**src/verilog/lc4_defines.svh**
```systemverilog
`ifndef LC4_DEFINES_SVH
`define LC4_DEFINES_SVH

// datapath and address width
`define LC4_WORD_W   16

// architectural register file
`define LC4_NUM_REGS 8
`define LC4_RSEL_W   3

// first fetch address out of reset
`define LC4_RESET_PC 16'h8200

`endif

```
**src/verilog/lc4_isa_pkg.sv**
```systemverilog
`include "lc4_defines.svh"

package lc4_isa_pkg;

    typedef logic [`LC4_WORD_W-1:0] word_t;
    typedef logic [`LC4_RSEL_W-1:0] rsel_t;

    // values match insn[15:12]
    typedef enum logic [3:0] {
        OP_BR    = 4'h0,
        OP_ARITH = 4'h1,
        OP_LOGIC = 4'h5,
        OP_LDR   = 4'h6,
        OP_STR   = 4'h7,
        OP_CONST = 4'h9,
        OP_OTHER = 4'hf    // anything outside the supported subset
    } opcode_e;

    typedef enum logic [2:0] {
        ALU_NONE,          // zero control decodes to this
        ALU_ADD,
        ALU_SUB,
        ALU_AND,
        ALU_OR,
        ALU_XOR,
        ALU_PASS_B         // CONST takes sext(imm9) as operand b
    } alu_op_e;

    typedef struct packed {
        rsel_t   rs_sel;
        rsel_t   rt_sel;
        rsel_t   rd_sel;
        logic    rs_re;
        logic    rt_re;
        logic    rf_we;
        logic    nzp_we;
        logic    is_load;
        logic    is_store;
        logic    is_branch;
        alu_op_e alu_op;
        logic    imm_sel;  // operand b from the immediate field
    } ctrl_t;

endpackage

```
**src/verilog/lc4_pipe_pkg.sv**
```systemverilog
package lc4_pipe_pkg;

    import lc4_isa_pkg::*;

    // code 1 belonged to the second pipe and is never produced
    typedef enum logic [1:0] {
        STALL_NONE  = 2'd0,
        STALL_FLUSH = 2'd2,    // squashed by a taken branch or by reset
        STALL_LOAD  = 2'd3     // bubble behind a load hazard
    } stall_e;

    // one instruction in flight
    typedef struct packed {
        word_t  pc;
        word_t  insn;
        ctrl_t  ctrl;
        stall_e stall;
    } stage_t;

    // what the W stage reports each cycle
    typedef struct packed {
        word_t      pc;
        word_t      insn;
        stall_e     stall;
        logic       rf_we;
        rsel_t      rf_wsel;
        word_t      rf_data;
        logic       nzp_we;
        logic [2:0] nzp_bits;
        logic       dmem_we;
        word_t      dmem_addr;   // zero unless load or store
        word_t      dmem_data;   // load result or store data
    } retire_t;

endpackage

```
**src/verilog/lc4_decoder.sv**
```systemverilog
module lc4_decoder (
    input  lc4_isa_pkg::word_t i_insn,
    output lc4_isa_pkg::ctrl_t o_ctrl
);
    import lc4_isa_pkg::*;

    opcode_e op;

    always_comb begin
        case (i_insn[15:12])
            OP_BR, OP_ARITH, OP_LOGIC, OP_LDR, OP_STR, OP_CONST: op = opcode_e'(i_insn[15:12]);
            default: op = OP_OTHER;
        endcase
    end

    always_comb begin
        o_ctrl        = '0;
        o_ctrl.rs_sel = i_insn[8:6];
        o_ctrl.rt_sel = i_insn[2:0];
        o_ctrl.rd_sel = i_insn[11:9];
        case (op)
            OP_ARITH: begin
                if (i_insn[5]) begin                  // add immediate
                    o_ctrl.alu_op  = ALU_ADD;
                    o_ctrl.imm_sel = 1'b1;
                end else if (i_insn[4:3] == 2'b00) begin
                    o_ctrl.alu_op = ALU_ADD;
                end else if (i_insn[4:3] == 2'b10) begin
                    o_ctrl.alu_op = ALU_SUB;
                end
            end
            OP_LOGIC: begin
                if (i_insn[5]) begin                  // and immediate
                    o_ctrl.alu_op  = ALU_AND;
                    o_ctrl.imm_sel = 1'b1;
                end else if (i_insn[4:3] == 2'b00) begin
                    o_ctrl.alu_op = ALU_AND;
                end else if (i_insn[4:3] == 2'b10) begin
                    o_ctrl.alu_op = ALU_OR;
                end else if (i_insn[4:3] == 2'b11) begin
                    o_ctrl.alu_op = ALU_XOR;
                end
            end
            OP_CONST: begin
                o_ctrl.alu_op  = ALU_PASS_B;
                o_ctrl.imm_sel = 1'b1;
            end
            OP_LDR: begin
                o_ctrl.alu_op  = ALU_ADD;             // base + imm6
                o_ctrl.imm_sel = 1'b1;
                o_ctrl.rs_re   = 1'b1;
                o_ctrl.rf_we   = 1'b1;
                o_ctrl.nzp_we  = 1'b1;
                o_ctrl.is_load = 1'b1;
            end
            OP_STR: begin
                o_ctrl.alu_op   = ALU_ADD;
                o_ctrl.imm_sel  = 1'b1;
                o_ctrl.rt_sel   = i_insn[11:9];       // data register
                o_ctrl.rs_re    = 1'b1;
                o_ctrl.rt_re    = 1'b1;
                o_ctrl.is_store = 1'b1;
            end
            OP_BR: o_ctrl.is_branch = 1'b1;
            default: ;
        endcase

        // supported register-writing alu forms
        if ((op == OP_ARITH || op == OP_LOGIC || op == OP_CONST) && o_ctrl.alu_op != ALU_NONE) begin
            o_ctrl.rf_we  = 1'b1;
            o_ctrl.nzp_we = 1'b1;
            o_ctrl.rs_re  = (op != OP_CONST);
            o_ctrl.rt_re  = (op != OP_CONST) && !o_ctrl.imm_sel;
        end
    end

endmodule

```
**src/verilog/lc4_regfile.sv**
```systemverilog
`include "lc4_defines.svh"

module lc4_regfile (
    input  logic               gwe,
    input  logic               i_arst_n,
    input  lc4_isa_pkg::rsel_t i_rs_sel,
    input  lc4_isa_pkg::rsel_t i_rt_sel,
    output lc4_isa_pkg::word_t o_rs_data,
    output lc4_isa_pkg::word_t o_rt_data,
    input  lc4_isa_pkg::rsel_t i_rd_sel,
    input  lc4_isa_pkg::word_t i_wdata,
    input  logic               i_we
);
    import lc4_isa_pkg::*;

    word_t regs [`LC4_NUM_REGS];

    always_ff @(posedge gwe or negedge i_arst_n) begin
        if (!i_arst_n) begin
            for (int i = 0; i < `LC4_NUM_REGS; i++) begin
                regs[i] <= '0;
            end
        end else if (i_we) begin
            regs[i_rd_sel] <= i_wdata;
        end
    end

    // a write in W is visible to the read in D of the same cycle
    assign o_rs_data = (i_we && i_rd_sel == i_rs_sel) ? i_wdata : regs[i_rs_sel];
    assign o_rt_data = (i_we && i_rd_sel == i_rt_sel) ? i_wdata : regs[i_rt_sel];

endmodule

```
**src/verilog/lc4_execute.sv**
```systemverilog
module lc4_execute (
    input  lc4_pipe_pkg::stage_t i_x,
    input  lc4_isa_pkg::word_t   i_rs_data,
    input  lc4_isa_pkg::word_t   i_rt_data,
    input  lc4_isa_pkg::rsel_t   i_m_rd,
    input  logic                 i_m_we,
    input  lc4_isa_pkg::word_t   i_m_value,
    input  lc4_isa_pkg::rsel_t   i_w_rd,
    input  logic                 i_w_we,
    input  lc4_isa_pkg::word_t   i_w_value,
    input  logic [2:0]           i_nzp,
    output lc4_isa_pkg::word_t   o_result,
    output lc4_isa_pkg::word_t   o_rt_fwd,
    output logic                 o_br_taken,
    output lc4_isa_pkg::word_t   o_target
);
    import lc4_isa_pkg::*;

    word_t rs_val;
    word_t rt_val;
    word_t imm;
    word_t op_b;

    // MX bypass wins over WX, then the register file
    assign rs_val = (i_m_we && i_m_rd == i_x.ctrl.rs_sel) ? i_m_value :
                    (i_w_we && i_w_rd == i_x.ctrl.rs_sel) ? i_w_value :
                    i_rs_data;
    assign rt_val = (i_m_we && i_m_rd == i_x.ctrl.rt_sel) ? i_m_value :
                    (i_w_we && i_w_rd == i_x.ctrl.rt_sel) ? i_w_value :
                    i_rt_data;

    always_comb begin
        if (i_x.ctrl.is_load || i_x.ctrl.is_store) begin
            imm = {{10{i_x.insn[5]}}, i_x.insn[5:0]};      // imm6 offset
        end else if (i_x.ctrl.alu_op == ALU_PASS_B) begin
            imm = {{7{i_x.insn[8]}}, i_x.insn[8:0]};       // CONST imm9
        end else begin
            imm = {{11{i_x.insn[4]}}, i_x.insn[4:0]};      // imm5 forms
        end
    end

    assign op_b = i_x.ctrl.imm_sel ? imm : rt_val;

    always_comb begin
        case (i_x.ctrl.alu_op)
            ALU_ADD:    o_result = rs_val + op_b;
            ALU_SUB:    o_result = rs_val - op_b;
            ALU_AND:    o_result = rs_val & op_b;
            ALU_OR:     o_result = rs_val | op_b;
            ALU_XOR:    o_result = rs_val ^ op_b;
            ALU_PASS_B: o_result = op_b;
            default:    o_result = '0;
        endcase
    end

    assign o_rt_fwd = rt_val;    // store data heading to M

    // nzp mask sits in insn[11:9]
    assign o_br_taken = i_x.ctrl.is_branch && ((i_x.insn[11:9] & i_nzp) != 3'b000);
    assign o_target   = i_x.pc + 16'd1 + {{7{i_x.insn[8]}}, i_x.insn[8:0]};

endmodule

```
**src/verilog/lc4_hazard_unit.sv**
```systemverilog
module lc4_hazard_unit (
    input  lc4_pipe_pkg::stage_t i_d,
    input  lc4_pipe_pkg::stage_t i_x,
    output logic                 o_stall
);

    logic rs_hit;
    logic rt_hit;
    logic load_use;
    logic load_branch;

    assign rs_hit = i_d.ctrl.rs_re && (i_d.ctrl.rs_sel == i_x.ctrl.rd_sel);

    // a store's data register is covered later by the WM bypass
    assign rt_hit = i_d.ctrl.rt_re && (i_d.ctrl.rt_sel == i_x.ctrl.rd_sel)
                    && !i_d.ctrl.is_store;

    assign load_use = i_x.ctrl.is_load && (rs_hit || rt_hit);

    // load nzp only lands in the nzp register at the end of its M cycle
    assign load_branch = i_x.ctrl.is_load && i_d.ctrl.is_branch;

    assign o_stall = load_use || load_branch;

endmodule

```
**src/verilog/lc4_pipeline.sv**
```systemverilog
`include "lc4_defines.svh"

module lc4_pipeline (
    input  logic                  gwe,
    input  logic                  i_arst_n,
    output lc4_isa_pkg::word_t    o_cur_pc,
    input  lc4_isa_pkg::word_t    i_cur_insn,
    output lc4_isa_pkg::word_t    o_dmem_addr,
    output logic                  o_dmem_we,
    output lc4_isa_pkg::word_t    o_dmem_towrite,
    input  lc4_isa_pkg::word_t    i_cur_dmem_data,
    output lc4_pipe_pkg::retire_t o_retire
);
    import lc4_isa_pkg::*;
    import lc4_pipe_pkg::*;

    function automatic stage_t bubble(stall_e code);
        stage_t s;
        s       = '0;
        s.stall = code;
        return s;
    endfunction

    word_t      pc_q, pc_next;
    stage_t     d_q, d_next, d_stage;
    stage_t     x_q, x_next;
    stage_t     m_q, w_q;
    logic [2:0] nzp_q;
    ctrl_t      dec_ctrl;
    logic       stall, br_taken;
    word_t      br_target;
    word_t      rs_data, rt_data, x_rs_q, x_rt_q;
    word_t      x_result, x_rt_fwd;
    word_t      m_alu_q, m_rt_q, m_result;
    logic [2:0] m_nzp, br_nzp;
    word_t      w_value_q, w_dmem_addr_q, w_dmem_data_q;
    logic [2:0] w_nzp_q;

    // D stage bubbles decode to zero control
    lc4_decoder u_decoder (.i_insn(d_q.insn), .o_ctrl(dec_ctrl));

    always_comb begin
        d_stage      = d_q;
        d_stage.ctrl = (d_q.stall == STALL_NONE) ? dec_ctrl : '0;
    end

    lc4_regfile u_regfile (
        .gwe(gwe), .i_arst_n(i_arst_n),
        .i_rs_sel(d_stage.ctrl.rs_sel), .i_rt_sel(d_stage.ctrl.rt_sel),
        .o_rs_data(rs_data), .o_rt_data(rt_data),
        .i_rd_sel(w_q.ctrl.rd_sel), .i_wdata(w_value_q), .i_we(w_q.ctrl.rf_we)
    );

    lc4_hazard_unit u_hazard (.i_d(d_stage), .i_x(x_q), .o_stall(stall));

    // loads never forward from M since the stall or the WM path covers them
    lc4_execute u_execute (
        .i_x(x_q), .i_rs_data(x_rs_q), .i_rt_data(x_rt_q),
        .i_m_rd(m_q.ctrl.rd_sel), .i_m_we(m_q.ctrl.rf_we && !m_q.ctrl.is_load),
        .i_m_value(m_alu_q),
        .i_w_rd(w_q.ctrl.rd_sel), .i_w_we(w_q.ctrl.rf_we), .i_w_value(w_value_q),
        .i_nzp(br_nzp),
        .o_result(x_result), .o_rt_fwd(x_rt_fwd),
        .o_br_taken(br_taken), .o_target(br_target)
    );

    // M stage
    assign m_result = m_q.ctrl.is_load ? i_cur_dmem_data : m_alu_q;
    assign m_nzp    = m_result[15] ? 3'b100 : (m_result == '0) ? 3'b010 : 3'b001;
    assign br_nzp   = m_q.ctrl.nzp_we ? m_nzp : nzp_q;    // branch sees the newest flags

    assign o_dmem_addr    = (m_q.ctrl.is_load || m_q.ctrl.is_store) ? m_alu_q : '0;
    assign o_dmem_we      = m_q.ctrl.is_store;
    assign o_dmem_towrite = (m_q.ctrl.is_store && w_q.ctrl.rf_we
                             && w_q.ctrl.rd_sel == m_q.ctrl.rt_sel) ? w_value_q : m_rt_q;

    // fetch and stage steering
    assign o_cur_pc = pc_q;
    assign pc_next  = br_taken ? br_target : stall ? pc_q : pc_q + 16'd1;

    always_comb begin
        if (br_taken) begin
            d_next = bubble(STALL_FLUSH);
            x_next = bubble(STALL_FLUSH);
        end else if (stall) begin
            d_next = d_q;                        // hold F and D
            x_next = bubble(STALL_LOAD);
        end else begin
            d_next       = '0;
            d_next.pc    = pc_q;
            d_next.insn  = i_cur_insn;
            d_next.stall = STALL_NONE;
            x_next       = d_stage;
        end
    end

    always_ff @(posedge gwe or negedge i_arst_n) begin
        if (!i_arst_n) begin
            pc_q  <= `LC4_RESET_PC;
            d_q   <= bubble(STALL_FLUSH);
            x_q   <= bubble(STALL_FLUSH);
            m_q   <= bubble(STALL_FLUSH);
            w_q   <= bubble(STALL_FLUSH);
            nzp_q <= 3'b000;
        end else begin
            pc_q <= pc_next;
            d_q  <= d_next;
            x_q  <= x_next;
            m_q  <= x_q;
            w_q  <= m_q;
            if (m_q.ctrl.nzp_we) begin
                nzp_q <= m_nzp;
            end
        end
    end

    always_ff @(posedge gwe) begin
        x_rs_q        <= rs_data;
        x_rt_q        <= rt_data;
        m_alu_q       <= x_result;
        m_rt_q        <= x_rt_fwd;
        w_value_q     <= m_result;
        w_nzp_q       <= m_nzp;
        w_dmem_addr_q <= o_dmem_addr;
        w_dmem_data_q <= m_q.ctrl.is_load ? i_cur_dmem_data : o_dmem_towrite;
    end

    // W stage record
    assign o_retire = '{
        pc:        w_q.pc,
        insn:      w_q.insn,
        stall:     w_q.stall,
        rf_we:     w_q.ctrl.rf_we,
        rf_wsel:   w_q.ctrl.rd_sel,
        rf_data:   w_value_q,
        nzp_we:    w_q.ctrl.nzp_we,
        nzp_bits:  w_nzp_q,
        dmem_we:   w_q.ctrl.is_store,
        dmem_addr: w_dmem_addr_q,
        dmem_data: w_dmem_data_q
    };

endmodule

```
**config.mk**
```make
export PLATFORM = sky130hd
export DESIGN_NAME = lc4_pipeline
export DESIGN_NICKNAME = d
export VERILOG_FILES = /design/src/verilog/lc4_isa_pkg.sv /design/src/verilog/lc4_pipe_pkg.sv /design/src/verilog/lc4_decoder.sv /design/src/verilog/lc4_regfile.sv /design/src/verilog/lc4_execute.sv /design/src/verilog/lc4_hazard_unit.sv /design/src/verilog/lc4_pipeline.sv
export VERILOG_INCLUDE_DIRS = /design/src /design/src/verilog
export SDC_FILE = /design/constraint.sdc
export NUM_CORES = 1
export LEC_CHECK = 0
export BUFFER_PORTS_ARGS = -buffer_cell sky130_fd_sc_hd__clkbuf_2
export CORE_ASPECT_RATIO = 0.9
export CORE_MARGIN = 4
export CORE_UTILIZATION = 25
export DETAILED_ROUTE_END_ITERATION = 8
export PLACE_DENSITY_LB_ADDON = 0.3
export SLEW_MARGIN = 25
export SYNTH_ARGS = -nofsm -noshare
export SYNTH_HDL_FRONTEND = slang
export SYNTH_HIERARCHICAL = 1
export SYNTH_SLANG_ARGS = --single-unit
```
**constraint.sdc**
```tcl
create_clock -name gwe -period 6.5 [get_ports gwe]
set_input_delay 0.65 -clock gwe [delete_from_list [all_inputs] [get_ports gwe]]
set_output_delay 0.65 -clock gwe [all_outputs]
set_load 0.1 [all_outputs]
```
==> flow_metrics.py <==
metrics = {
    "status": {
        "status": "finished, final reports clean",
    },
    "critical_path": {
        "crit_path_max_fanout": 15,
        "cp.required_ns": 6.98,
        "worstPathArrival_ns": 6.30,
        "cp_slowest_stage_delay_ns": 0.79,
        "worstSetupEndpointType": "register",
        "slowest_stage": "dfrtp_1",
        "cpMostUsedCell": "o21ai_0",
        "worstSetupPathType": "reg -> reg",
        "startpoint_type": "register",
        "crit_chain": "xor2_1, or4b_1, buf_4, a211oi_1, o31a_1, o2111a_1, nor2_1, xnor2_1, ha_1, o21ai_0, a21boi_0, o21ai_0, a21oi_1, o21a_1, o311a_1, o41ai_1, mux2_2, o21ai_0",
    },
    "placement": {
        "dpl_cell_area_um2": 23200,
        "io_buffer_count": 173,
        "hpwlAfterDp_um": 44000,
        "gp_congestion": 0.853,
        "dpl_worst_slack_ns": 0.795,
    },
    "clock_network": {
        "cts_buffer_depth": 3,
        "cts.clk_slew.worst_paths_ns": 0.06,
        "cts_num_sinks": 430,
        "clk_root_buffer_cell": "clkbuf_16",
        "cts_tree": "yes",
        "ctsResizeCount": 0,
        "ctsHoldBuffers": 0,
        "clock_latency_ns": 0.59,
        "htreeDepth": 2,
        "cts_buffers": 49,
        "cts_setup_buffers": 0,
    },
    "floorplanning": {
        "die_h_um": 284,
        "die_area_um2": 89300,
        "start_util_pct": 25.4,
        "rows": 100,
        "die_x_um": 315,
        "core_area_um2": 83300,
        "ioPinCount": 174,
    },
    "drt": {
        "via_count": 14087,
        "wire_per_inst_um": 20.6,
        "first_pass_iters": 5,
        "post_drt_via_cell_ratio": 4.67,
        "drc": 0,
        "drtIter0Drc": 797,
        "detail-route-antenna-nets": 0,
        "routed_wl_um": 62200,
    },
    "sta": {
        "clock.fmax_mhz": 172,
        "hold_viol": 0,
        "final.setup_skew_ns": 0.0277,
        "worst_pin_slew_ns": 0.956,
        "setup-tns-final_ns": 0,
        "timing.final.ws_setup_ns": 0.686,
        "finalMaxSlewViolations": 0,
        "post-route-period-util_pct": 89.5,
        "min_period_ns": 5.81,
        "rsz0062_at_grt": "false",
        "finalSetupViolCount": 0,
        "slew_headroom_pct": 36.0,
    },
    "power_and_ir_drop": {
        "clkPwrFrac_pct": 24.1,
        "p_sw_share_pct": 42.7,
        "internal_power_mw": 7.23,
        "p_per_area_nw_per_um2": 504,
        "p_sw_mw": 5.39,
        "p_total_mw": 12.6,
        "comb_power_share_pct": 42.8,
        "leakagePower_nw": 11.8,
        "ir_drop_mv": 0.216,
        "p_seq_share_pct": 33.1,
    },
    "cells_and_area": {
        "nets": 1957,
        "finalInstanceArea_um2": 25100,
        "finish.utilization_pct": 30.1,
        "fillerInstances": 8559,
        "syn_to_final_growth_pct": 18.5,
        "drive_gt1_share_pct": 31.6,
    },
    "synth": {
        "syn_area_um2": 21100,
        "yosys_warnings": 6,
        "netlist_instances": 1707,
        "syn-num-nets": 1811,
        "syn_avg_cell_area_um2": 12.4,
    },
    "global_route": {
        "grt_pass1_vias": 14391,
        "grt_pass1_wl_um": 92100,
        "grt_use_total_pct": 13.5,
        "grt_max_degree": 166,
        "grt-ovfl-total": 0,
        "antenna_found_initial": 5,
    },
    "job": {
        "drv_cap": 0,
    },
    "min_path": {
        "hold_class": "in -> async",
    },
}
-- state kept, by name, summed over array words and instances, names as in the netlist --
signal and flops:
x_rt_q 16, w_dmem_data_q 16, o_cur_pc 16, d_q 33
nzp_q 3, x_rs_q 16, x_q 52, w_nzp_q 3
o_retire 40, o_dmem_we 1, m_q 43, w_value_q 15
m_alu_q 16, m_rt_q 16, u_regfile/regs 128, w_dmem_addr_q 16
-- layout by cell type, fill, tap and decap left out, types with 6 or more instances in the layout --
cell and count:
clkinv_2 9, a21oi_1 44, mux2_2 225, inv_1 63
bufinv_16 6, nand2_1 62, a21o_1 21, o22ai_1 8
o21ai_0 42, mux2_4 22, mux4_1 60, a22o_1 15
and2_1 56, xor2_1 23, nor2b_1 42, o31ai_1 8
a211oi_1 9, nor3_1 12, dfxtp_1 114, buf_4 31
mux2i_1 55, nand4_1 10, ha_1 68, dfstp_2 6
nor2_1 107, nand3_1 11, or2_2 9, nand2b_1 13
clkbuf_8 11, clkbuf_2 172, nor4_1 10, a221oi_1 9
dfrtp_1 309, xnor2_1 52, clkbuf_16 53
-- critical path, delay by kind of cell (launching register included) --
kind,cells,cell delay [ns]
adders and majority gates,1,0.30
DFF,1,0.79
xor gates and xnor gates,2,0.43
muxes,1,0.38
buffers and inverters,1,0.26
AOI/OAI and AO/OA,11,2.85
and+or+nand+nor,2,0.72
-- path summary, 6_finish.rpt --
path                                      endpoint  cells after the start           from  slack (ns)
worst max-delay path                   m_alu_q[14]                     18   o_retire[54]        0.69
max in group asynchronous       u_regfile/regs[26]                      3       i_arst_n        4.99
min in group gwe                           d_q[28]                      3  i_cur_insn[6]        0.31
worst max register to register         m_alu_q[14]                     18   o_retire[54]        0.69
worst min-delay path                       x_q[50]                      1       i_arst_n        0.03
worst min register to register        o_retire[61]                      0        m_q[24]        0.34
-- metrics by stage --
| step | hold slack [ns] | instances |
|---|---|---|
| CTS | 0.0143 | 3015 |
| global placement | 0.334 | 2923 |
| detailed placement | 0.335 | 2923 |
| global route | 0.0383 | 3017 |
| finish | 0.0258 | 3018 |
| floorplan | 0.331 | 1707 |
-- layer usage --
layer | vias up | routed length, um | global-route usage (%)
met5 | - | 17 | 0
met4 | 2 | 1530 | 3.85
met3 | 97 | 3750 | 2.94
met1 | 7191 | 29000 | 19.0
li1 | 6425 | - | -
met2 | 372 | 27900 | 20.9
-- layout make-up --
cell class / instances / area [um2] / share of cell area (%)
multi-input cells: 1101 / 10200 / 40.8
inverters: 64 / 240 / 0.959
well taps: 1122 / 1400 / 5.60
clock inverters: 26 / 338 / 1.35
repair buffers: 207 / 1170 / 4.66
flip-flops and latches: 430 / 10200 / 40.7
clock buffers: 66 / 1490 / 5.93
diodes: 2 / 5.00 / 0.0200
-- power by group through the flow --
| stage | combinational, mW | sequential, mW | clock [mW] |
|---|---|---|---|
| after floorplan | 3.06 | 5.29 | 0 |
| after global placement | 5.34 | 4.20 | 0 |
| after detailed placement | 5.40 | 4.24 | 0 |
| after CTS | 5.43 | 4.19 | 3.13 |
| after global routing | 5.77 | 4.30 | 3.23 |
| final | 5.40 | 4.18 | 3.04 |
Power figures use the tool's default switching activity.
